==> config.mk <==
export PLATFORM = sky130hd
export DESIGN_NAME = pairPredictor
export DESIGN_NICKNAME = d
export VERILOG_FILES = /design/src/verilog/predictorPkg.sv /design/src/verilog/historyNext.sv /design/src/verilog/slotTable.sv /design/src/verilog/historyTable.sv /design/src/verilog/predictStage.sv /design/src/verilog/pairPredictor.sv
export VERILOG_INCLUDE_DIRS = /design/src /design/src/verilog
export SDC_FILE = /design/constraint.sdc
export NUM_CORES = 2
export LEC_CHECK = 0
export BUFFER_PORTS_ARGS = -buffer_cell sky130_fd_sc_hd__buf_4
export CORE_ASPECT_RATIO = 1.5
export CORE_MARGIN = 2
export CORE_UTILIZATION = 35
export DETAILED_ROUTE_END_ITERATION = 7
export GPL_ROUTABILITY_DRIVEN = 1
export HOLD_SLACK_MARGIN = 0.06
export SLEW_MARGIN = 20
export SYNTH_ARGS = -nofsm -noshare
export SYNTH_HDL_FRONTEND = slang
export SYNTH_MEMORY_MAX_BITS = 65536
export SYNTH_SLANG_ARGS = --single-unit
==> constraint.sdc <==
create_clock -name clk -period 4.59 [get_ports clk]
set_input_delay 0.2295 -clock clk [delete_from_list [all_inputs] [get_ports clk]]
set_output_delay 0.2295 -clock clk [all_outputs]
set_load 0.02 [all_outputs]
==> src/verilog/predictor_config.svh <==
`ifndef PREDICTOR_CONFIG_SVH
`define PREDICTOR_CONFIG_SVH

////////////////////////////////////////
// address split
////////////////////////////////////////
`define PRED_ADDR_WIDTH 32              // processor address width
`define PRED_INDEX_BITS 5               // 32 sets indexed by pc[7:3]
`define PRED_TAG_BITS   24              // pc[31:8] above the index

// upper kind bit set means an unconditional transfer
`define PRED_KIND_NONE  2'b00           // not a branch
`define PRED_KIND_COND  2'b01           // conditional branch

// fresh counters for history 11,10,01,00
`define PRED_CTR_BACK   8'b10_10_10_01  // backward branch leans taken
`define PRED_CTR_FWD    8'b10_01_01_01  // forward branch leans not taken

`endif

==> src/verilog/predictorPkg.sv <==
`default_nettype none

`include "predictor_config.svh"

package predictorPkg;

    ////////////////////////////////////////
    // address related vectors
    ////////////////////////////////////////
    typedef logic [`PRED_ADDR_WIDTH-1:0] addrT;     // full instruction address
    typedef logic [`PRED_INDEX_BITS-1:0] indexT;    // set index
    typedef logic [`PRED_TAG_BITS-1:0]   tagT;      // stored tag
    typedef logic [`PRED_ADDR_WIDTH-3:0] targetT;   // target word address, pc[31:2]

    ////////////////////////////////////////
    // branch information
    ////////////////////////////////////////
    typedef logic [1:0] kindT;                      // instruction kind code
    typedef logic [1:0] counterT;                   // saturating counter, msb = taken

    // history entry, high to low:
    //   [9]   older outcome
    //   [8]   newer outcome
    //   [7:6] counter for history 11
    //   [5:4] counter for history 10
    //   [3:2] counter for history 01
    //   [1:0] counter for history 00
    typedef logic [9:0] historyT;

endpackage

`default_nettype wire

==> src/verilog/historyNext.sv <==
`timescale 1ns/100ps
`default_nettype none

`include "predictor_config.svh"

module historyNext (
    input  wire                      fresh,     // build a new entry on install
    input  wire predictorPkg::kindT  kind,      // install kind
    input  wire                      backward,  // target below the instruction
    input  wire                      taken,     // outcome, install or resolve
    input  wire predictorPkg::historyT old,     // current entry for training
    output predictorPkg::historyT    next       // entry to write back
);
    import predictorPkg::*;

    historyT    freshHist;          // install result
    historyT    trainHist;          // resolve result
    logic [1:0] sel;                // outcome bits of the old entry
    counterT    cur;                // counter picked by sel
    counterT    bumped;             // counter after one step

    ////////////////////////////////////////
    // install rule
    ////////////////////////////////////////
    always_comb begin
        case (kind)
            `PRED_KIND_COND: begin
                freshHist = {backward, taken,
                             backward ? `PRED_CTR_BACK : `PRED_CTR_FWD};
            end
            `PRED_KIND_NONE: begin
                freshHist = '0;             // no branch, nothing to learn
            end
            default: begin
                freshHist = '1;             // unconditional, always taken
            end
        endcase
    end

    ////////////////////////////////////////
    // resolve training rule
    ////////////////////////////////////////
    always_comb begin
        sel = old[9:8];
        cur = old[{sel, 1'b0} +: 2];        // counter for history value sel
        if (taken) begin
            bumped = (cur == 2'b11) ? cur : cur + 2'b01;   // saturate high
        end else begin
            bumped = (cur == 2'b00) ? cur : cur - 2'b01;   // saturate low
        end
        trainHist = old;
        trainHist[{sel, 1'b0} +: 2] = bumped;
        trainHist[9:8] = {old[8], taken};   // shift in the new outcome
    end

    assign next = fresh ? freshHist : trainHist;

endmodule

`default_nettype wire

==> src/verilog/slotTable.sv <==
`timescale 1ns/100ps
`default_nettype none

`include "predictor_config.svh"

module slotTable (
    input  wire                   clk,
    input  wire                   rstn,

    // install port
    input  wire                   wrEn,         // install into this slot
    input  wire predictorPkg::addrT   wrPC,     // slot instruction address
    input  wire predictorPkg::kindT   wrKind,   // decoded kind
    input  wire predictorPkg::addrT   wrTarget, // decoded target, byte address

    // resolve lookup
    input  wire predictorPkg::addrT   rsPC,     // resolving instruction
    output logic                  rsHit,        // valid entry with matching tag
    output predictorPkg::kindT    rsKind,       // stored kind for resolve

    // predict lookup
    input  wire predictorPkg::addrT   pdPC,     // fetch pair address
    output logic                  pdHit,        // valid entry with matching tag
    output predictorPkg::targetT  pdTarget,     // stored target word address
    output predictorPkg::kindT    pdKind        // stored kind for predict
);
    import predictorPkg::*;

    localparam int unsigned Sets  = 1 << `PRED_INDEX_BITS;
    localparam int unsigned IdxLo = 3;                          // pair offset is pc[2:0]
    localparam int unsigned IdxHi = `PRED_INDEX_BITS + IdxLo - 1;
    localparam int unsigned TagLo = IdxHi + 1;

    ////////////////////////////////////////
    // storage
    ////////////////////////////////////////
    logic [Sets-1:0] valid;                     // control state, cleared on reset
    tagT             tagMem    [Sets];          // payload arrays
    targetT          targetMem [Sets];
    kindT            kindMem   [Sets];

    ////////////////////////////////////////
    // address split, pc[2] ignored here
    ////////////////////////////////////////
    indexT wrIndex;
    indexT rsIndex;
    indexT pdIndex;
    tagT   wrTag;
    tagT   rsTag;
    tagT   pdTag;

    assign wrIndex = wrPC[IdxHi:IdxLo];
    assign rsIndex = rsPC[IdxHi:IdxLo];
    assign pdIndex = pdPC[IdxHi:IdxLo];
    assign wrTag   = wrPC[`PRED_ADDR_WIDTH-1:TagLo];
    assign rsTag   = rsPC[`PRED_ADDR_WIDTH-1:TagLo];
    assign pdTag   = pdPC[`PRED_ADDR_WIDTH-1:TagLo];

    // valid bits, set on install, never cleared afterwards
    always_ff @(posedge clk or negedge rstn) begin
        if (!rstn) begin
            valid <= '0;
        end else if (wrEn) begin
            valid[wrIndex] <= 1'b1;
        end
    end

    always_ff @(posedge clk) begin
        if (wrEn) begin
            tagMem[wrIndex]    <= wrTag;
            targetMem[wrIndex] <= wrTarget[`PRED_ADDR_WIDTH-1:2];  // drop byte bits
            kindMem[wrIndex]   <= wrKind;
        end
    end

    ////////////////////////////////////////
    // lookups, old state until the edge
    ////////////////////////////////////////
    assign rsHit    = valid[rsIndex] && (tagMem[rsIndex] == rsTag);
    assign rsKind   = kindMem[rsIndex];
    assign pdHit    = valid[pdIndex] && (tagMem[pdIndex] == pdTag);
    assign pdTarget = targetMem[pdIndex];
    assign pdKind   = kindMem[pdIndex];

endmodule

`default_nettype wire

==> src/verilog/historyTable.sv <==
`timescale 1ns/100ps
`default_nettype none

`include "predictor_config.svh"

module historyTable (
    input  wire                        clk,
    input  wire                        rstn,

    // install port
    input  wire                        wrEn,      // install into this slot
    input  wire predictorPkg::addrT    wrPC,      // slot instruction address
    input  wire predictorPkg::kindT    wrKind,    // decoded kind
    input  wire predictorPkg::addrT    wrTarget,  // decoded target
    input  wire                        wrTaken,   // decoded outcome

    // resolve port
    input  wire                        rsEn,      // resolve aimed at this slot
    input  wire predictorPkg::addrT    rsPC,      // resolving instruction
    input  wire                        rsTaken,   // real outcome
    input  wire                        rsHit,     // from the slot table
    input  wire predictorPkg::kindT    rsKind,    // from the slot table

    // predict lookup
    input  wire predictorPkg::addrT    pdPC,      // fetch pair address
    output predictorPkg::historyT      pdHistory  // entry for the predict stage
);
    import predictorPkg::*;

    localparam int unsigned Sets  = 1 << `PRED_INDEX_BITS;
    localparam int unsigned IdxHi = `PRED_INDEX_BITS + 2;   // index is pc[7:3]

    logic [Sets-1:0] filled;        // entry written since reset
    historyT         histMem [Sets];

    indexT   wrIndex;
    indexT   rsIndex;
    indexT   pdIndex;
    indexT   writeIndex;            // install index wins over resolve
    logic    backward;
    logic    train;                 // resolve hit on a conditional branch
    logic    writeEn;
    historyT rsOld;
    historyT nextHist;

    assign wrIndex = wrPC[IdxHi:3];
    assign rsIndex = rsPC[IdxHi:3];
    assign pdIndex = pdPC[IdxHi:3];

    assign backward   = wrTarget[`PRED_ADDR_WIDTH-1:2] < wrPC[`PRED_ADDR_WIDTH-1:2];
    assign train      = rsEn && rsHit && (rsKind == `PRED_KIND_COND);
    assign writeEn    = wrEn || train;
    assign writeIndex = wrEn ? wrIndex : rsIndex;
    assign rsOld      = filled[rsIndex] ? histMem[rsIndex] : '0;
    assign pdHistory  = filled[pdIndex] ? histMem[pdIndex] : '0;

    historyNext rule (
        .fresh    (wrEn),
        .kind     (wrKind),
        .backward (backward),
        .taken    (wrEn ? wrTaken : rsTaken),
        .old      (rsOld),
        .next     (nextHist)
    );

    always_ff @(posedge clk or negedge rstn) begin
        if (!rstn) begin
            filled <= '0;
        end else if (writeEn) begin
            filled[writeIndex] <= 1'b1;
        end
    end

    always_ff @(posedge clk) begin
        if (writeEn) begin
            histMem[writeIndex] <= nextHist;     // single write port
        end
    end

endmodule

`default_nettype wire

==> src/verilog/predictStage.sv <==
`timescale 1ns/100ps
`default_nettype none

`include "predictor_config.svh"

module predictStage (
    input  wire                        clk,
    input  wire                        rstn,
    input  wire                        req,        // predict request this cycle
    input  wire                        hit,        // slot table lookup hit
    input  wire predictorPkg::kindT    kind,       // stored kind
    input  wire predictorPkg::targetT  target,     // stored target
    input  wire predictorPkg::historyT history,    // stored history entry
    output logic                       valid,      // prediction ready
    output logic                       hitOut,
    output logic                       takenOut,
    output predictorPkg::targetT       targetOut
);
    import predictorPkg::*;

    logic [1:0] outcome;            // recent outcome bits
    counterT    ctr;                // counter they select
    logic       takenNow;           // combinational taken

    ////////////////////////////////////////
    // taken decision
    ////////////////////////////////////////
    always_comb begin
        outcome = history[9:8];
        ctr     = history[{outcome, 1'b0} +: 2];
        if (!hit) begin
            takenNow = 1'b0;                    // miss never redirects
        end else if (kind[1]) begin
            takenNow = 1'b1;                    // jump or call
        end else if (kind == `PRED_KIND_COND) begin
            takenNow = ctr[1];                  // counter msb
        end else begin
            takenNow = 1'b0;
        end
    end

    // one cycle of latency
    always_ff @(posedge clk or negedge rstn) begin
        if (!rstn) begin
            valid    <= 1'b0;
            hitOut   <= 1'b0;
            takenOut <= 1'b0;
        end else begin
            valid <= req;
            if (req) begin
                hitOut   <= hit;
                takenOut <= takenNow;
            end
        end
    end

    always_ff @(posedge clk) begin
        if (req) begin
            targetOut <= target;
        end
    end

endmodule

`default_nettype wire

==> src/verilog/pairPredictor.sv <==
`timescale 1ns/100ps
`default_nettype none

`include "predictor_config.svh"

module pairPredictor (
    input  wire                        clk,
    input  wire                        rstn,

    // install, decode stage
    input  wire                        idEn,
    input  wire predictorPkg::addrT    idPC,          // pair address
    input  wire                        usefulLower,
    input  wire                        usefulUpper,
    input  wire predictorPkg::kindT    kindLower,
    input  wire predictorPkg::kindT    kindUpper,
    input  wire predictorPkg::addrT    targetLower,
    input  wire predictorPkg::addrT    targetUpper,
    input  wire                        takenLower,
    input  wire                        takenUpper,

    // resolve, execute stage
    input  wire                        exEn,
    input  wire predictorPkg::addrT    exPC,          // bit 2 picks the slot
    input  wire                        exTaken,

    // predict, fetch stage
    input  wire                        ifReq,
    input  wire predictorPkg::addrT    ifPC,
    output logic                       ifValid,
    output logic                       hitLower,
    output logic                       hitUpper,
    output logic                       takenPredLower,
    output logic                       takenPredUpper,
    output predictorPkg::targetT       targetPredLower,
    output predictorPkg::targetT       targetPredUpper
);
    import predictorPkg::*;

    ////////////////////////////////////////
    // per slot enables and addresses
    ////////////////////////////////////////
    logic    idEnLower;
    logic    idEnUpper;
    logic    exEnLower;
    logic    exEnUpper;
    addrT    pcLower;               // lower instruction of the pair
    addrT    pcUpper;               // upper instruction of the pair

    assign idEnLower = idEn & usefulLower;
    assign idEnUpper = idEn & usefulUpper;
    assign exEnLower = exEn & ~exPC[2];
    assign exEnUpper = exEn &  exPC[2];
    assign pcLower   = {idPC[`PRED_ADDR_WIDTH-1:3], 3'b000};
    assign pcUpper   = {idPC[`PRED_ADDR_WIDTH-1:3], 3'b100};

    logic    rsHitLower, rsHitUpper;
    kindT    rsKindLower, rsKindUpper;
    logic    pdHitLower, pdHitUpper;
    targetT  pdTargetLower, pdTargetUpper;
    kindT    pdKindLower, pdKindUpper;
    historyT pdHistLower, pdHistUpper;

    ////////////////////////////////////////
    // lower column
    ////////////////////////////////////////
    slotTable slotLower (
        .clk (clk), .rstn (rstn),
        .wrEn (idEnLower), .wrPC (pcLower), .wrKind (kindLower), .wrTarget (targetLower),
        .rsPC (exPC), .rsHit (rsHitLower), .rsKind (rsKindLower),
        .pdPC (ifPC), .pdHit (pdHitLower), .pdTarget (pdTargetLower), .pdKind (pdKindLower)
    );

    historyTable histLower (
        .clk (clk), .rstn (rstn),
        .wrEn (idEnLower), .wrPC (pcLower), .wrKind (kindLower),
        .wrTarget (targetLower), .wrTaken (takenLower),
        .rsEn (exEnLower), .rsPC (exPC), .rsTaken (exTaken),
        .rsHit (rsHitLower), .rsKind (rsKindLower),
        .pdPC (ifPC), .pdHistory (pdHistLower)
    );

    predictStage predLower (
        .clk (clk), .rstn (rstn), .req (ifReq),
        .hit (pdHitLower), .kind (pdKindLower), .target (pdTargetLower),
        .history (pdHistLower),
        .valid (ifValid), .hitOut (hitLower), .takenOut (takenPredLower),
        .targetOut (targetPredLower)
    );

    ////////////////////////////////////////
    // upper column
    ////////////////////////////////////////
    slotTable slotUpper (
        .clk (clk), .rstn (rstn),
        .wrEn (idEnUpper), .wrPC (pcUpper), .wrKind (kindUpper), .wrTarget (targetUpper),
        .rsPC (exPC), .rsHit (rsHitUpper), .rsKind (rsKindUpper),
        .pdPC (ifPC), .pdHit (pdHitUpper), .pdTarget (pdTargetUpper), .pdKind (pdKindUpper)
    );

    historyTable histUpper (
        .clk (clk), .rstn (rstn),
        .wrEn (idEnUpper), .wrPC (pcUpper), .wrKind (kindUpper),
        .wrTarget (targetUpper), .wrTaken (takenUpper),
        .rsEn (exEnUpper), .rsPC (exPC), .rsTaken (exTaken),
        .rsHit (rsHitUpper), .rsKind (rsKindUpper),
        .pdPC (ifPC), .pdHistory (pdHistUpper)
    );

    predictStage predUpper (
        .clk (clk), .rstn (rstn), .req (ifReq),
        .hit (pdHitUpper), .kind (pdKindUpper), .target (pdTargetUpper),
        .history (pdHistUpper),
        .valid (), .hitOut (hitUpper), .takenOut (takenPredUpper),   // valid same as lower
        .targetOut (targetPredUpper)
    );

endmodule

`default_nettype wire

==> flow_metrics.tcl <==
set metrics [dict create \
    outcome "complete, but fails checks" \
    violations "setup timing" \
    crit_start "ifPC[6]" \
    cp-endpoint "predUpper.takenOut" \
    finClkSkew_ns 0.09016 \
    grt_pass1_vias 110200 \
    p_leak_nw 71.80 \
    worstPathRequired_ns 5.55 \
    drive_above_1_share 0.3365 \
    cp_data_arrival_time_ns 5.70 \
    grt_setup_unrepaired "false" \
    wl_per_cell_um 39.39 \
    pre_cts_slack_ns -0.6067 \
    r2r-end "histLower.histMem[28][5]" \
    route.detailed.drc 0 \
    grt_usage 0.2530 \
    vias_per_cell 6.075 \
    r2r-start "slotLower.tagMem[5][19]" \
    start_util 0.3515 \
    gp_congestion 0.9720 \
    slew_headroom 0.1414 \
    synth_area_leaders "edfxtp_1, mux4_2, mux2i_1" \
    cts_made_buffers 401 \
    cts_max_level 5 \
    vias 108700 \
    r2r_cells 13 \
    synth_compound_area_frac 0.03636 \
    die_h_um 904.6 \
    core_sq_um 538400 \
    fin_crit_sh 1.032 \
    cts_tree "built" \
    synth_top_cell_by_area "edfxtp_1" \
    fin_area_sq_um 222100 \
    syn_to_final_growth_pct 17.34 \
    path_class "in2reg" \
    ir_drop_mv 0.3203 \
    tightest_slew_ns 1.283 \
    synthesis.area_sq_um 189200 \
    async_flop_share 0.03011 \
    ctsLongestPathBuffers 4 \
    yosys.area_share.simple 0.02550 \
    grt_pass1_wl_um 947000 \
    fill_cells 47120 \
    synth_cells 9279 \
    route.antenna.remaining_nets 0 \
    finalSetupViolations 2 \
    firstDrtPassIters 6 \
    grt_overflow 0 \
    synth_edf_count 4284 \
    synth.most_common_cell "edfxtp_1" \
    insertion_delay_ns 1.02 \
    grt_antenna_before_repair 112 \
    synth_xor_area_frac 0.003703 \
    synth_common_cells "edfxtp_1, mux4_2, mux2i_1" \
    total_power_mw 88.61 \
    finalMaxSlewViolations 0 \
    rrSetupSlack_ns 0.10 \
    num_rows 330 \
    io_buffer_count 226 \
    synth_warnings 0 \
    grt_max_degree 143 \
    root_buffer "clkbuf_16" \
    muxShareOfSynthArea 0.2158 \
    synth-seq-area-share 0.6974 \
    syn_nets 9520 \
    die_area_sq_um 546700 \
    clock-sinks 4417 \
    clk_pin_slew_ns 0.07 \
    powerDensity_nw_per_um2 399.0 \
    max_freq_mhz 211.0 \
    ios 239 \
    cap_violations 0 \
    holdWs_ns 0.1212 \
    postCtsSetupBuffers 0 \
    setup-tns-final_ns -0.2526 \
    synth_top_area_share 0.6798 \
    finalCriticalPeriod_ns 4.739 \
    drt-initial-drc-count 13490 \
    critPathLaunchType "primary input" \
    synth-adder-area-share 0.004589 \
    layout.nets 10590 \
    synth-seq-cells 4417 \
    ys_types 84 \
    dpl-instance-area_sq_um 207400 \
    synth_top_family_by_area "multiplexers" \
    hp-class "in2reg" \
    hpwl_um 464000 \
    worst-path-max-fanout 23 \
    synthFlopType "edfxtp_1" \
    wirelength_um 704900 \
    die_w_um 604.4 \
    hold_viol 0 \
    syn_avg_cell_area_sq_um 20.39 \
    setup_ws_ns -0.1488 \
    endpoint_kind "flip-flop" \
]
==> registers in the layout, summed over array words and instances (netlist names), 64 cells and up <==
signal	cells
slotUpper.kindMem	64
histUpper.histMem	320
slotLower.kindMem	64
slotLower.targetMem	960
slotLower.tagMem	768
slotUpper.targetMem	960
slotUpper.tagMem	768
histLower.histMem	320
==> power by group <==
group          switching, mW  internal (mW)  total [mW]
combinational           5.11           3.26        8.37
sequential             0.318           44.9        45.3
clock                   15.6           19.3        35.0
total                   21.1           67.5        88.6
==> cells in the final DEF (no fill, tap or decap), drive strengths merged, types with 39 or more instances in the layout <==
| master | synthesis | routed |
|---|---|---|
| o22ai | 64 | 64 |
| bufinv | 0 | 49 |
| nor3 | 54 | 54 |
| clkinv | 3 | 184 |
| o211ai | 42 | 42 |
| mux4 | 1544 | 1544 |
| edfxtp | 4284 | 4284 |
| dlygate4sd3 | 0 | 106 |
| a22oi | 223 | 223 |
| nor2 | 245 | 245 |
| diode | 0 | 66 |
| or2 | 73 | 73 |
| xnor2 | 52 | 52 |
| ha | 67 | 67 |
| dfrtp | 133 | 133 |
| nand3 | 110 | 110 |
| buf | 357 | 1147 |
| a221oi | 63 | 63 |
| o21ai | 111 | 111 |
| mux2 | 98 | 98 |
| a21oi | 96 | 96 |
| mux2i | 495 | 495 |
| nand4 | 39 | 39 |
| o21bai | 64 | 64 |
| nand2 | 226 | 226 |
| clkbuf | 229 | 468 |
| inv | 65 | 78 |
| nor2b | 40 | 40 |
==> cell families after synthesis <==
logic type / count (synthesis)
AO/OA/AOI/OAI: 952
XOR/XNOR: 80
adder cells (fa/ha/maj): 70
buffers and inverters: 654
flip-flops: 4417
multiplexers: 2137
AND/OR/NAND/NOR: 969
==> metal layers <==
| layer | track usage | vias up | share of wire |
|---|---|---|---|
| li1 | - | 41870 | - |
| met1 | 0.2903 | 58600 | 0.34 |
| met2 | 0.4189 | 6306 | 0.49 |
| met3 | 0.05135 | 1858 | 0.081 |
| met4 | 0.1882 | 62 | 0.089 |
| met5 | 0 | - | 0.00064 |
==> cell type report <==
| type | instances | area (sq um) | area share |
|---|---|---|---|
| antenna | 66 | 165.2 | 0.0007438 |
| clock buffer | 467 | 10570 | 0.04759 |
| clock inverter | 276 | 2846 | 0.01282 |
| inverter | 68 | 266.5 | 0.001200 |
| multi-input combinational | 4208 | 54750 | 0.2465 |
| sequential | 4417 | 132000 | 0.5943 |
| tap | 7138 | 8931 | 0.04022 |
| timing repair buffer | 1254 | 12560 | 0.05658 |
==> worst min path at each step <==
| stage | start | to | slack, ns | cells after the start |
|---|---|---|---|---|
| global route | idPC[16] | slotLower.tagMem[5][8] | 0.11 | 2 |
| finish | idPC[16] | slotLower.tagMem[31][8] | 0.12 | 2 |
| CTS | idPC[16] | slotLower.tagMem[5][8] | 0.06 | 2 |
| floorplan | rstn | histLower.filled[0] | -0.07 | 0 |
| global placement | rstn | slotLower.valid[12] | 0.11 | 1 |
| detailed placement | rstn | slotLower.valid[12] | 0.12 | 1 |
==> worst max-delay path, cell delays in order <==
cell           delay (ns)
dlygate4sd3_1        0.57
buf_8                0.19
buf_4                0.31
nor2_4               0.90
a22oi_1              0.52
nand3_1              0.21
nand2_1              0.07
a32oi_1              0.14
dlygate4sd3_1        0.57
nand4_1              0.10
dlygate4sd3_1        0.61
nor4_1               0.29
dlygate4sd3_1        0.60
buf_4                0.13
a22o_1               0.12
==> metrics by stage <==
stage               cells  utilization
finish              17890       0.4124
global route        17840       0.4122
CTS                 17830       0.4121
detailed placement  16980       0.3852
global placement    16980       0.3852
floorplan            9279            -
==> repair_timing <==
action / 4_1_cts / 5_1_grt
resized for setup: 0 / 3
endpoints found under the setup margin: 0 / 70
hold buffers: 107 / 0
endpoints found under the hold margin: 3638 / 0
Note: power is estimated with default switching activity, not from simulation.
